`config.mk`:
```
export PLATFORM = sky130hd
export DESIGN_NAME = rv_core_top
export DESIGN_NICKNAME = d
export VERILOG_FILES = /design/src/rv_pkg.sv /design/src/rv_core_top.sv /design/src/rv_decode.sv /design/src/rv_execute.sv /design/src/rv_regfile.sv /design/src/rv_result.sv
export SDC_FILE = /design/constraint.sdc
export NUM_CORES = 2
export LEC_CHECK = 0
export BUFFER_PORTS_ARGS = -buffer_cell sky130_fd_sc_hd__clkbuf_2
export CORE_UTILIZATION = 45
export CTS_CLUSTER_DIAMETER = 50
export CTS_CLUSTER_SIZE = 8
export DETAILED_ROUTE_END_ITERATION = 12
export GPL_ROUTABILITY_DRIVEN = 1
export HOLD_SLACK_MARGIN = 0.06
export SLEW_MARGIN = 20
export SYNTH_ARGS = -nofsm -noshare
export SYNTH_HDL_FRONTEND = slang
export SYNTH_SLANG_ARGS = --single-unit
```
`constraint.sdc`:
```
create_clock -name clk -period 10.05 [get_ports clk]
set_clock_uncertainty 0.1 [all_clocks]
set_input_delay 0 -clock clk [delete_from_list [all_inputs] [get_ports clk]]
set_output_delay 0 -clock clk [all_outputs]
set_load 0.01 [all_outputs]
```
`src/rv_pkg.sv`:
```
`default_nettype none

package rv_pkg;

  // major opcodes handled by the core
  typedef enum logic [6:0] {
    opc_load   = 7'b000_0011,
    opc_op_imm = 7'b001_0011,
    opc_auipc  = 7'b001_0111,
    opc_store  = 7'b010_0011,
    opc_op     = 7'b011_0011,
    opc_lui    = 7'b011_0111,
    opc_branch = 7'b110_0011,
    opc_jalr   = 7'b110_0111,
    opc_jal    = 7'b110_1111,
    opc_system = 7'b111_0011
  } opcode_e;

  // alu functions, pass_b feeds lui
  typedef enum logic [3:0] {
    alu_add,
    alu_sub,
    alu_and,
    alu_or,
    alu_xor,
    alu_slt,
    alu_sltu,
    alu_sll,
    alu_srl,
    alu_sra,
    alu_pass_b
  } alu_op_e;

  // branch funct3 codes, 010 and 011 are reserved
  typedef enum logic [2:0] {
    br_eq  = 3'b000,
    br_ne  = 3'b001,
    br_lt  = 3'b100,
    br_ge  = 3'b101,
    br_ltu = 3'b110,
    br_geu = 3'b111
  } br_cond_e;

  // same coding as funct3[1:0] of loads and stores
  typedef enum logic [1:0] {
    size_byte = 2'b00,
    size_half = 2'b01,
    size_word = 2'b10
  } mem_size_e;

  // where rd gets its value from
  typedef enum logic [1:0] {
    wb_alu,
    wb_mem,
    wb_pc4,
    wb_none
  } wb_sel_e;

  // instruction formats, msb first
  typedef struct packed {
    logic [6:0] funct7;
    logic [4:0] rs2;
    logic [4:0] rs1;
    logic [2:0] funct3;
    logic [4:0] rd;
    logic [6:0] opcode;
  } r_type_t;

  typedef struct packed {
    logic [11:0] imm;
    logic [4:0]  rs1;
    logic [2:0]  funct3;
    logic [4:0]  rd;
    logic [6:0]  opcode;
  } i_type_t;

  typedef struct packed {
    logic [6:0] imm_hi;
    logic [4:0] rs2;
    logic [4:0] rs1;
    logic [2:0] funct3;
    logic [4:0] imm_lo;
    logic [6:0] opcode;
  } s_type_t;

  typedef struct packed {
    logic       imm12;
    logic [5:0] imm10_5;
    logic [4:0] rs2;
    logic [4:0] rs1;
    logic [2:0] funct3;
    logic [3:0] imm4_1;
    logic       imm11;
    logic [6:0] opcode;
  } b_type_t;

  typedef struct packed {
    logic [19:0] imm;
    logic [4:0]  rd;
    logic [6:0]  opcode;
  } u_type_t;

  typedef struct packed {
    logic       imm20;
    logic [9:0] imm10_1;
    logic       imm11;
    logic [7:0] imm19_12;
    logic [4:0] rd;
    logic [6:0] opcode;
  } j_type_t;

  // one instruction word, six ways to read it
  typedef union packed {
    r_type_t r;
    i_type_t i;
    s_type_t s;
    b_type_t b;
    u_type_t u;
    j_type_t j;
  } inst_u;

  // decoded control word
  typedef struct packed {
    alu_op_e   alu_op;
    logic      op1_pc;
    logic      op2_imm;
    logic      branch;
    br_cond_e  br_cond;
    logic      jal;
    logic      jalr;
    logic      load;
    logic      store;
    mem_size_e mem_size;
    logic      load_unsigned;
    wb_sel_e   wb_sel;
    logic      ebreak;
  } ctrl_t;

  // wishbone classic master request
  typedef struct packed {
    logic        cyc;
    logic        stb;
    logic        we;
    logic [31:0] adr;
    logic [31:0] dat;
    logic [3:0]  sel;
  } wb_req_t;

endpackage

`default_nettype wire

```
`src/rv_core_top.sv`:
```
`default_nettype none

module rv_core_top import rv_pkg::*; #(
  parameter logic [31:0] reset_pc       = 32'h8000_0000,
  parameter int unsigned reg_addr_width = 5
) (
  input  logic        clk,
  input  logic        reset,
  input  logic [31:0] inst,
  output logic [31:0] pc,
  output logic        halt,
  output wb_req_t     wb_req,
  input  logic [31:0] wb_dat_r,
  input  logic        wb_ack
);

  ctrl_t                     ctrl;
  logic [31:0]               imm;
  logic [reg_addr_width-1:0] rs1;
  logic [reg_addr_width-1:0] rs2;
  logic [reg_addr_width-1:0] rd;
  logic [31:0]               rs1_data;
  logic [31:0]               rs2_data;
  logic [31:0]               alu_result;
  logic [31:0]               next_pc;
  logic [31:0]               link_pc;
  logic                      rd_we;
  logic [reg_addr_width-1:0] rd_addr;
  logic [31:0]               rd_data;
  logic                      stall;
  logic                      retire;
  logic                      bus_off;

  // instruction leaves at this edge
  assign retire = !halt && !stall;

  // bus idle and no writeback in reset or once halted
  assign bus_off = halt || reset;

  // pc and halt flag
  // ebreak keeps pc on its own address
  always_ff @(posedge clk) begin
    if (reset) begin
      pc   <= reset_pc;
      halt <= 1'b0;
    end else if (retire) begin
      if (ctrl.ebreak) begin
        halt <= 1'b1;
      end else begin
        pc <= next_pc;
      end
    end
  end

  rv_decode #(
    .reg_addr_width(reg_addr_width)
  ) i_decode (
    .inst (inst_u'(inst)),
    .ctrl (ctrl),
    .imm  (imm),
    .rs1  (rs1),
    .rs2  (rs2),
    .rd   (rd)
  );

  rv_regfile #(
    .reg_addr_width(reg_addr_width)
  ) i_regfile (
    .clk      (clk),
    .reset    (reset),
    .rs1      (rs1),
    .rs2      (rs2),
    .rd_we    (rd_we),
    .rd_addr  (rd_addr),
    .rd_data  (rd_data),
    .rs1_data (rs1_data),
    .rs2_data (rs2_data)
  );

  rv_execute i_execute (
    .ctrl       (ctrl),
    .imm        (imm),
    .pc         (pc),
    .rs1_data   (rs1_data),
    .rs2_data   (rs2_data),
    .alu_result (alu_result),
    .next_pc    (next_pc),
    .link_pc    (link_pc)
  );

  // bus master and writeback
  rv_result #(
    .reg_addr_width(reg_addr_width)
  ) i_result (
    .ctrl       (ctrl),
    .rd         (rd),
    .halt       (bus_off),
    .alu_result (alu_result),
    .link_pc    (link_pc),
    .rs2_data   (rs2_data),
    .wb_dat_r   (wb_dat_r),
    .wb_ack     (wb_ack),
    .wb_req     (wb_req),
    .rd_we      (rd_we),
    .rd_addr    (rd_addr),
    .rd_data    (rd_data),
    .stall      (stall)
  );

endmodule

`default_nettype wire

```
`src/rv_decode.sv`:
```
`default_nettype none

module rv_decode import rv_pkg::*; #(
  parameter int unsigned reg_addr_width = 5
) (
  input  inst_u                     inst,
  output ctrl_t                     ctrl,
  output logic [31:0]               imm,
  output logic [reg_addr_width-1:0] rs1,
  output logic [reg_addr_width-1:0] rs2,
  output logic [reg_addr_width-1:0] rd
);

  logic [31:0] imm_i;
  logic [31:0] imm_s;
  logic [31:0] imm_b;
  logic [31:0] imm_u;
  logic [31:0] imm_j;
  logic        f7_zero;
  logic        f7_alt;
  logic        op_ok;
  logic        op_imm_ok;
  logic        imm_alt;
  logic        ld_ok;
  logic        st_ok;
  logic        br_ok;
  logic        is_ebreak;

  // funct3 to alu function, alt picks sub or sra
  function automatic alu_op_e alu_from_f3(input logic [2:0] f3, input logic alt);
    alu_op_e op;
    case (f3)
      3'b000:  op = alt ? alu_sub : alu_add;
      3'b001:  op = alu_sll;
      3'b010:  op = alu_slt;
      3'b011:  op = alu_sltu;
      3'b100:  op = alu_xor;
      3'b101:  op = alt ? alu_sra : alu_srl;
      3'b110:  op = alu_or;
      default: op = alu_and;
    endcase
    return op;
  endfunction

  // register fields sit at the same bits in every format
  // upper bits dropped for rv32e
  assign rs1 = inst.r.rs1[reg_addr_width-1:0];
  assign rs2 = inst.r.rs2[reg_addr_width-1:0];
  assign rd  = inst.r.rd[reg_addr_width-1:0];

  // sign extended immediates per format
  assign imm_i = {{20{inst.i.imm[11]}}, inst.i.imm};
  assign imm_s = {{20{inst.s.imm_hi[6]}}, inst.s.imm_hi, inst.s.imm_lo};
  assign imm_b = {{19{inst.b.imm12}}, inst.b.imm12, inst.b.imm11,
                  inst.b.imm10_5, inst.b.imm4_1, 1'b0};
  assign imm_u = {inst.u.imm, 12'h000};
  assign imm_j = {{11{inst.j.imm20}}, inst.j.imm20, inst.j.imm19_12,
                  inst.j.imm11, inst.j.imm10_1, 1'b0};

  // funct7 legality
  assign f7_zero = inst.r.funct7 == 7'b000_0000;
  assign f7_alt  = inst.r.funct7 == 7'b010_0000;
  // alt form only for sub and sra
  assign op_ok   = f7_zero || (f7_alt && (inst.r.funct3 == 3'b000 || inst.r.funct3 == 3'b101));
  // shift immediates carry funct7 in imm[11:5]
  assign op_imm_ok = (inst.i.funct3 != 3'b001 && inst.i.funct3 != 3'b101) || f7_zero ||
                     (f7_alt && inst.i.funct3 == 3'b101);
  // srai only, addi with imm[10] set must stay an add
  assign imm_alt = f7_alt && inst.i.funct3 == 3'b101;

  // lb lh lw lbu lhu
  assign ld_ok = inst.i.funct3[1:0] != 2'b11 && inst.i.funct3 != 3'b110;
  // sb sh sw
  assign st_ok = !inst.s.funct3[2] && inst.s.funct3[1:0] != 2'b11;
  // 010 and 011 reserved
  assign br_ok = inst.b.funct3[2:1] != 2'b01;
  assign is_ebreak = inst.i.imm == 12'h001 && inst.i.rs1 == 5'd0 &&
                     inst.i.funct3 == 3'b000 && inst.i.rd == 5'd0;

  always_comb begin
    // default is a control word with no effect
    ctrl          = '0;
    ctrl.alu_op   = alu_add;
    ctrl.br_cond  = br_eq;
    ctrl.mem_size = size_word;
    ctrl.wb_sel   = wb_none;
    imm           = '0;
    case (inst.r.opcode)
      opc_op: begin
        if (op_ok) begin
          ctrl.alu_op = alu_from_f3(inst.r.funct3, inst.r.funct7[5]);
          ctrl.wb_sel = wb_alu;
        end
      end
      opc_op_imm: begin
        imm = imm_i;
        if (op_imm_ok) begin
          ctrl.alu_op  = alu_from_f3(inst.i.funct3, imm_alt);
          ctrl.op2_imm = 1'b1;
          ctrl.wb_sel  = wb_alu;
        end
      end
      opc_load: begin
        imm = imm_i;
        if (ld_ok) begin
          ctrl.load          = 1'b1;
          ctrl.op2_imm       = 1'b1;
          ctrl.mem_size      = mem_size_e'(inst.i.funct3[1:0]);
          ctrl.load_unsigned = inst.i.funct3[2];
          ctrl.wb_sel        = wb_mem;
        end
      end
      opc_store: begin
        imm = imm_s;
        if (st_ok) begin
          ctrl.store    = 1'b1;
          ctrl.op2_imm  = 1'b1;
          ctrl.mem_size = mem_size_e'(inst.s.funct3[1:0]);
        end
      end
      opc_branch: begin
        imm = imm_b;
        if (br_ok) begin
          ctrl.branch  = 1'b1;
          ctrl.br_cond = br_cond_e'(inst.b.funct3);
        end
      end
      opc_lui: begin
        imm          = imm_u;
        ctrl.alu_op  = alu_pass_b;
        ctrl.op2_imm = 1'b1;
        ctrl.wb_sel  = wb_alu;
      end
      opc_auipc: begin
        imm          = imm_u;
        ctrl.op1_pc  = 1'b1;
        ctrl.op2_imm = 1'b1;
        ctrl.wb_sel  = wb_alu;
      end
      opc_jal: begin
        imm         = imm_j;
        ctrl.jal    = 1'b1;
        ctrl.wb_sel = wb_pc4;
      end
      opc_jalr: begin
        imm = imm_i;
        if (inst.i.funct3 == 3'b000) begin
          ctrl.jalr    = 1'b1;
          ctrl.op2_imm = 1'b1;
          ctrl.wb_sel  = wb_pc4;
        end
      end
      opc_system: begin
        // ecall and csr ops retire as no-ops
        ctrl.ebreak = is_ebreak;
      end
      default: begin
        // unknown opcode, keep defaults
      end
    endcase
  end

endmodule

`default_nettype wire

```
`src/rv_execute.sv`:
```
`default_nettype none

module rv_execute import rv_pkg::*; (
  input  ctrl_t       ctrl,
  input  logic [31:0] imm,
  input  logic [31:0] pc,
  input  logic [31:0] rs1_data,
  input  logic [31:0] rs2_data,
  output logic [31:0] alu_result,
  output logic [31:0] next_pc,
  output logic [31:0] link_pc
);

  logic [31:0] op_a;
  logic [31:0] op_b;
  logic [4:0]  shamt;
  logic [31:0] jump_target;
  logic        rs_eq;
  logic        rs_lt;
  logic        rs_ltu;
  logic        taken;

  // operand muxes
  assign op_a  = ctrl.op1_pc ? pc : rs1_data;
  assign op_b  = ctrl.op2_imm ? imm : rs2_data;
  // only the low five bits shift on rv32
  assign shamt = op_b[4:0];

  always_comb begin
    case (ctrl.alu_op)
      alu_add:    alu_result = op_a + op_b;
      alu_sub:    alu_result = op_a - op_b;
      alu_and:    alu_result = op_a & op_b;
      alu_or:     alu_result = op_a | op_b;
      alu_xor:    alu_result = op_a ^ op_b;
      alu_slt:    alu_result = {31'b0, $signed(op_a) < $signed(op_b)};
      alu_sltu:   alu_result = {31'b0, op_a < op_b};
      alu_sll:    alu_result = op_a << shamt;
      alu_srl:    alu_result = op_a >> shamt;
      alu_sra:    alu_result = $unsigned($signed(op_a) >>> shamt);
      alu_pass_b: alu_result = op_b;
      default:    alu_result = '0;
    endcase
  end

  // comparator works on the register values, not the alu operands
  assign rs_eq  = rs1_data == rs2_data;
  assign rs_lt  = $signed(rs1_data) < $signed(rs2_data);
  assign rs_ltu = rs1_data < rs2_data;

  always_comb begin
    case (ctrl.br_cond)
      br_eq:   taken = rs_eq;
      br_ne:   taken = !rs_eq;
      br_lt:   taken = rs_lt;
      br_ge:   taken = !rs_lt;
      br_ltu:  taken = rs_ltu;
      br_geu:  taken = !rs_ltu;
      default: taken = 1'b0;
    endcase
  end

  // shared by jal and branches
  assign jump_target = pc + imm;
  assign link_pc     = pc + 32'd4;

  always_comb begin
    if (ctrl.jalr) begin
      // rs1 + imm from the alu, bit 0 cleared
      next_pc = {alu_result[31:1], 1'b0};
    end else if (ctrl.jal || (ctrl.branch && taken)) begin
      next_pc = jump_target;
    end else begin
      next_pc = link_pc;
    end
  end

endmodule

`default_nettype wire

```
`src/rv_regfile.sv`:
```
`default_nettype none

module rv_regfile #(
  parameter int unsigned reg_addr_width = 5
) (
  input  logic                      clk,
  input  logic                      reset,
  input  logic [reg_addr_width-1:0] rs1,
  input  logic [reg_addr_width-1:0] rs2,
  input  logic                      rd_we,
  input  logic [reg_addr_width-1:0] rd_addr,
  input  logic [31:0]               rd_data,
  output logic [31:0]               rs1_data,
  output logic [31:0]               rs2_data
);

  // 32 entries for rv32i, 16 for rv32e
  localparam int unsigned num_regs = 2 ** reg_addr_width;

  logic [31:0] regs [num_regs];

  // single write port
  always_ff @(posedge clk) begin
    if (reset) begin
      for (int i = 0; i < num_regs; i++) begin
        regs[i] <= '0;
      end
    end else if (rd_we && rd_addr != '0) begin
      regs[rd_addr] <= rd_data;
    end
  end

  // x0 reads zero whatever the array holds
  assign rs1_data = (rs1 == '0) ? '0 : regs[rs1];
  assign rs2_data = (rs2 == '0) ? '0 : regs[rs2];

endmodule

`default_nettype wire

```
`src/rv_result.sv`:
```
`default_nettype none

module rv_result import rv_pkg::*; #(
  parameter int unsigned reg_addr_width = 5
) (
  input  ctrl_t                     ctrl,
  input  logic [reg_addr_width-1:0] rd,
  input  logic                      halt,
  input  logic [31:0]               alu_result,
  input  logic [31:0]               link_pc,
  input  logic [31:0]               rs2_data,
  input  logic [31:0]               wb_dat_r,
  input  logic                      wb_ack,
  output wb_req_t                   wb_req,
  output logic                      rd_we,
  output logic [reg_addr_width-1:0] rd_addr,
  output logic [31:0]               rd_data,
  output logic                      stall
);

  logic        mem_op;
  logic [1:0]  byte_off;
  logic [7:0]  ld_byte;
  logic [15:0] ld_half;
  logic [31:0] ld_data;

  // no bus cycles once halted
  assign mem_op   = (ctrl.load || ctrl.store) && !halt;
  assign byte_off = alu_result[1:0];

  // cyc and stb follow the decoded instruction
  // word aligned address, lanes picked by sel
  always_comb begin
    wb_req.cyc = mem_op;
    wb_req.stb = mem_op;
    wb_req.we  = mem_op && ctrl.store;
    wb_req.adr = {alu_result[31:2], 2'b00};
    case (ctrl.mem_size)
      size_byte: begin
        // byte copied into every lane
        wb_req.dat = {4{rs2_data[7:0]}};
        wb_req.sel = 4'b0001 << byte_off;
      end
      size_half: begin
        wb_req.dat = {2{rs2_data[15:0]}};
        wb_req.sel = byte_off[1] ? 4'b1100 : 4'b0011;
      end
      default: begin
        wb_req.dat = rs2_data;
        wb_req.sel = 4'b1111;
      end
    endcase
  end

  // pick the addressed lane out of the read word
  assign ld_byte = wb_dat_r[{byte_off, 3'b000} +: 8];
  assign ld_half = byte_off[1] ? wb_dat_r[31:16] : wb_dat_r[15:0];

  always_comb begin
    case (ctrl.mem_size)
      size_byte: begin
        if (ctrl.load_unsigned) begin
          ld_data = {24'b0, ld_byte};
        end else begin
          ld_data = {{24{ld_byte[7]}}, ld_byte};
        end
      end
      size_half: begin
        if (ctrl.load_unsigned) begin
          ld_data = {16'b0, ld_half};
        end else begin
          ld_data = {{16{ld_half[15]}}, ld_half};
        end
      end
      default: ld_data = wb_dat_r;
    endcase
  end

  // wait for the slave
  assign stall = mem_op && !wb_ack;

  always_comb begin
    case (ctrl.wb_sel)
      wb_mem:  rd_data = ld_data;
      wb_pc4:  rd_data = link_pc;
      default: rd_data = alu_result;
    endcase
  end

  // write only on the retiring edge
  assign rd_we   = ctrl.wb_sel != wb_none && !halt && !stall;
  assign rd_addr = rd;

endmodule

`default_nettype wire
```
==> results by group <==
Layout
  – Total Nets Final: 6316
  – Post-layout util: 51.1%
  – Layout cells sized above 1: 22.0%
  – Cell Count, Final, Fillers Out: 8164
  – Final Cell Area: 0.0778 sq mm
  – Layout area overhead: 12.5%

Floorplan
  – Row cnt: 143
  – Die Width: 394 um
  – Initial core utilization: 45.5%
  – Die Y: 394 um
  – Die ar.: 0.155 sq mm
  – Boundary Pins: 171
  – Core ar.: 0.152 sq mm

Power
  – Cell-internal power: 9.17 mW
  – Switching share of power: 34.9%
  – Leak pwr: 28.9 nW
  – VDD IR max: 0.000173 V
  – Combinational share of power: 28.0%
  – Total power: 14.1 mW
  – Net Switching: 4.91 mW
  – Clock power frac: 36.0%
  – Power density over cell area: 181 mW/mm^2
  – Seq pwr share: 36.0%

Setup path
  – Max FO, Critical Path: 4
  – CP endpoint kind: primary output
  – Slowest cell on crit path: a221oi_1
  – Setup Crit Path Kind: flop to primary output
  – Crit-path cells: mux4_2 > a22o_1 > a311oi_1 > o221ai_1 > buf_4 > mux2_2 > ha_1 > o21bai_1 > a21oi_1 > o21ai_0 > a311oi_1 > a41oi_1 > a32oi_1 > a2111o_1 > a21oi_1 > a211oi_1 > xnor2_1 > a221oi_1 > buf_4 > inv_1 > clkbuf_2
  – CP max stage delay: 790 ps
  – Worst path arrival time: 8080 ps
  – WP data required: 9950 ps
  – Worst setup SP type: flop

Global route
  – Initial antenna violation count: 11
  – Vias in the first global route: 56642
  – First-pass GRT wire length: 448000 um
  – Largest net degree at the start of global routing: 98
  – Congestion Overflow GR: 0
  – Tot GR Track Use: 41.1%

Clock network
  – Clk sinks: 1057
  – Total setup buffers inserted after CTS: 0
  – Hold-fix buffers, CTS: 30
  – Root Buffer: clkbuf_16
  – # resized after CTS: 0
  – Clock buffer depth: 3
  – Clock Pin Slew Worst Setup and Hold Paths: 50 ps
  – CTS tree: built
  – H-Tree Level Count: 4
  – CTS Buf Count: 161
  – Worst skew pair latency: 840 ps

Timing
  – Min cycle time layout: 8180 ps
  – Final-report hold violation count: 0
  – Slew margin rel.: 18.6%
  – Fmax: 0.122 GHz
  – Tcrit/Tclk final: 81.4%
  – Max-slew violation total from the final report: 0
  – Setup_tns: 0 ps
  – RSZ-0062 raised after global routing: no
  – Worst Tran Pin Value: 1220 ps
  – Final setup vio count: 0

Yosys
  – Ys flop type: edfxtp_1
  – Cell variety after synth: 103
  – Synth Cell Area: 0.0692 sq mm
  – Post-Syn Instances: 6025
  – Synth area leaders: edfxtp_1 44%, mux4_2 16%, mux2i_1 5.0%, nor2_1 4.8%, ha_1 3.0%
  – Flop and latch count out of synthesis: 1057
  – Async S/R FF share, synth: 0%
  – Post-Syn Area per Cell: 11.5 sq um
  – Post-synth EDFFs: 1024
  – Yosys top cell by area: edfxtp_1
  – Sequential fraction of the synthesis area: 45.4%
  – Top cell type's share of synthesized area: 44.4%
  – Syn. warnings: 0

Flow run
  – MaxCap Viol Count: 0

Routing
  – Detail Route Antenna Nets: 0
  – Wire per inst: 39.7 um
  – Iteration-0 DRC Markers: 9431
  – WL final: 324000 um
  – DR DRC count: 0
  – DR vias: 58863
  – Drt first pass iters: 8
  – Vias per inst: 7.21

Worst hold path
  – HP Class: input port to flop

Placed design
  – Detailed placement HPWL: 211000 um
  – Port-buffer cells: 168
  – Cells after DPL: 7917
  – DP Area: 0.0728 sq mm
  – Gp weighted congestion: 1.03

Status
  – Status: complete, no violations
==> power by group through the flow <==
stage	clock network, mW	logic, mW	registers, mW
after floorplan	0	2.27	5.12
after global placement	0	3.76	5.14
after detailed placement	0	3.76	5.15
after CTS	5.08	3.79	5.07
after global routing	5.25	4.04	5.08
final	5.07	3.94	5.07
==> layout make-up <==
class                           instances  area (sq um)
Multi-Input combinational cell       4231         35300
Timing Repair Buffer                  461          3290
Sequential cell                      1057         31400
Antenna cell                            8          20.0
Fill cell                           13316         74400
Inverter                              170           643
Clock inverter                         33           564
Tap cell                             2030          2540
Clock buffer                          174          4100
==> flip-flops by register name, indices dropped and copies added, names as in the netlist <==
register,cells
pc,32
i_regfile.regs,1024
halt,1
==> layout by cell type (no fill, tap or decap), types with 161 or more instances in the layout <==
cell type,count
buf_4,255
nand2_1,293
ha_1,163
edfxtp_1,1024
mux4_2,500
nor2_1,870
nor3_1,256
mux2i_1,347
a21oi_1,340
clkbuf_16,161
==> routing by layer <==
layer  vias up  global-route usage [%]  routed length [um]
li1      23215                       -                   -
met2      5149                    58.8              137000
met3      1130                    14.4               48800
met1     29363                    53.0              115000
met5         -                       0                  39
met4         6                    26.1               23800
==> critical path: cells and delay by family, from the launching register on <==
kind            cells  cell delay (ps)
compound gates     13             4690
xor+xnor            1              150
fa+ha+maj           1              350
buf+inv             4              810
flops               1              410
mux                 2              830
==> logic make-up after synthesis <==
kind of cell,synth area share [%]
AND/OR/NAND/NOR,11.5
buffers and inverters,4.78
other,0.00542
XOR/XNOR,1.05
multiplexers,21.9
AO/OA/AOI/OAI,12.4
adder cells (fa/ha/maj),3.05
flip-flops,45.4
==> worst paths after layout <==
| path | from | slack [ps] | depth (start not counted) | end |
|---|---|---|---|---|
| worst min register to register | pc[6]$_SDFFE_PP0P_ | 500 | 2 | pc[6]$_SDFFE_PP0P_ |
| worst max-delay path | i_regfile.regs[28][1]$_SDFFCE_PN0P_ | 1870 | 21 | wb_req[67] |
| worst min-delay path | reset | 140 | 3 | pc[12]$_SDFFE_PP0P_ |
| worst max register to register | i_regfile.regs[28][1]$_SDFFCE_PN0P_ | 1870 | 22 | i_regfile.regs[4][27]$_SDFFCE_PN0P_ |
==> cells in the mapped netlist (57+ instances only) <==
| library cell | instances |
|---|---|
| mux2i_1 | 347 |
| nor2_1 | 879 |
| a22o_1 | 60 |
| a22oi_1 | 99 |
| buf_2 | 136 |
| clkbuf_1 | 362 |
| a21o_1 | 57 |
| nor3_1 | 261 |
| edfxtp_1 | 1024 |
| o21ai_0 | 164 |
| ha_1 | 164 |
| a211oi_1 | 95 |
| nand3_1 | 59 |
| mux4_2 | 500 |
| inv_1 | 162 |
| nand2_1 | 355 |
| a21oi_1 | 344 |
| xnor2_1 | 57 |
==> through the flow <==
stage | hold WS [ps] | setup slack (ps)
final | 140 | 1870
after global routing | 125 | 1610
after CTS | 63.6 | 2090
after detailed placement | 351 | 1600
after global placement | 340 | 833
after floorplan | 108 | 1870
Power figures use the tool's default switching activity.
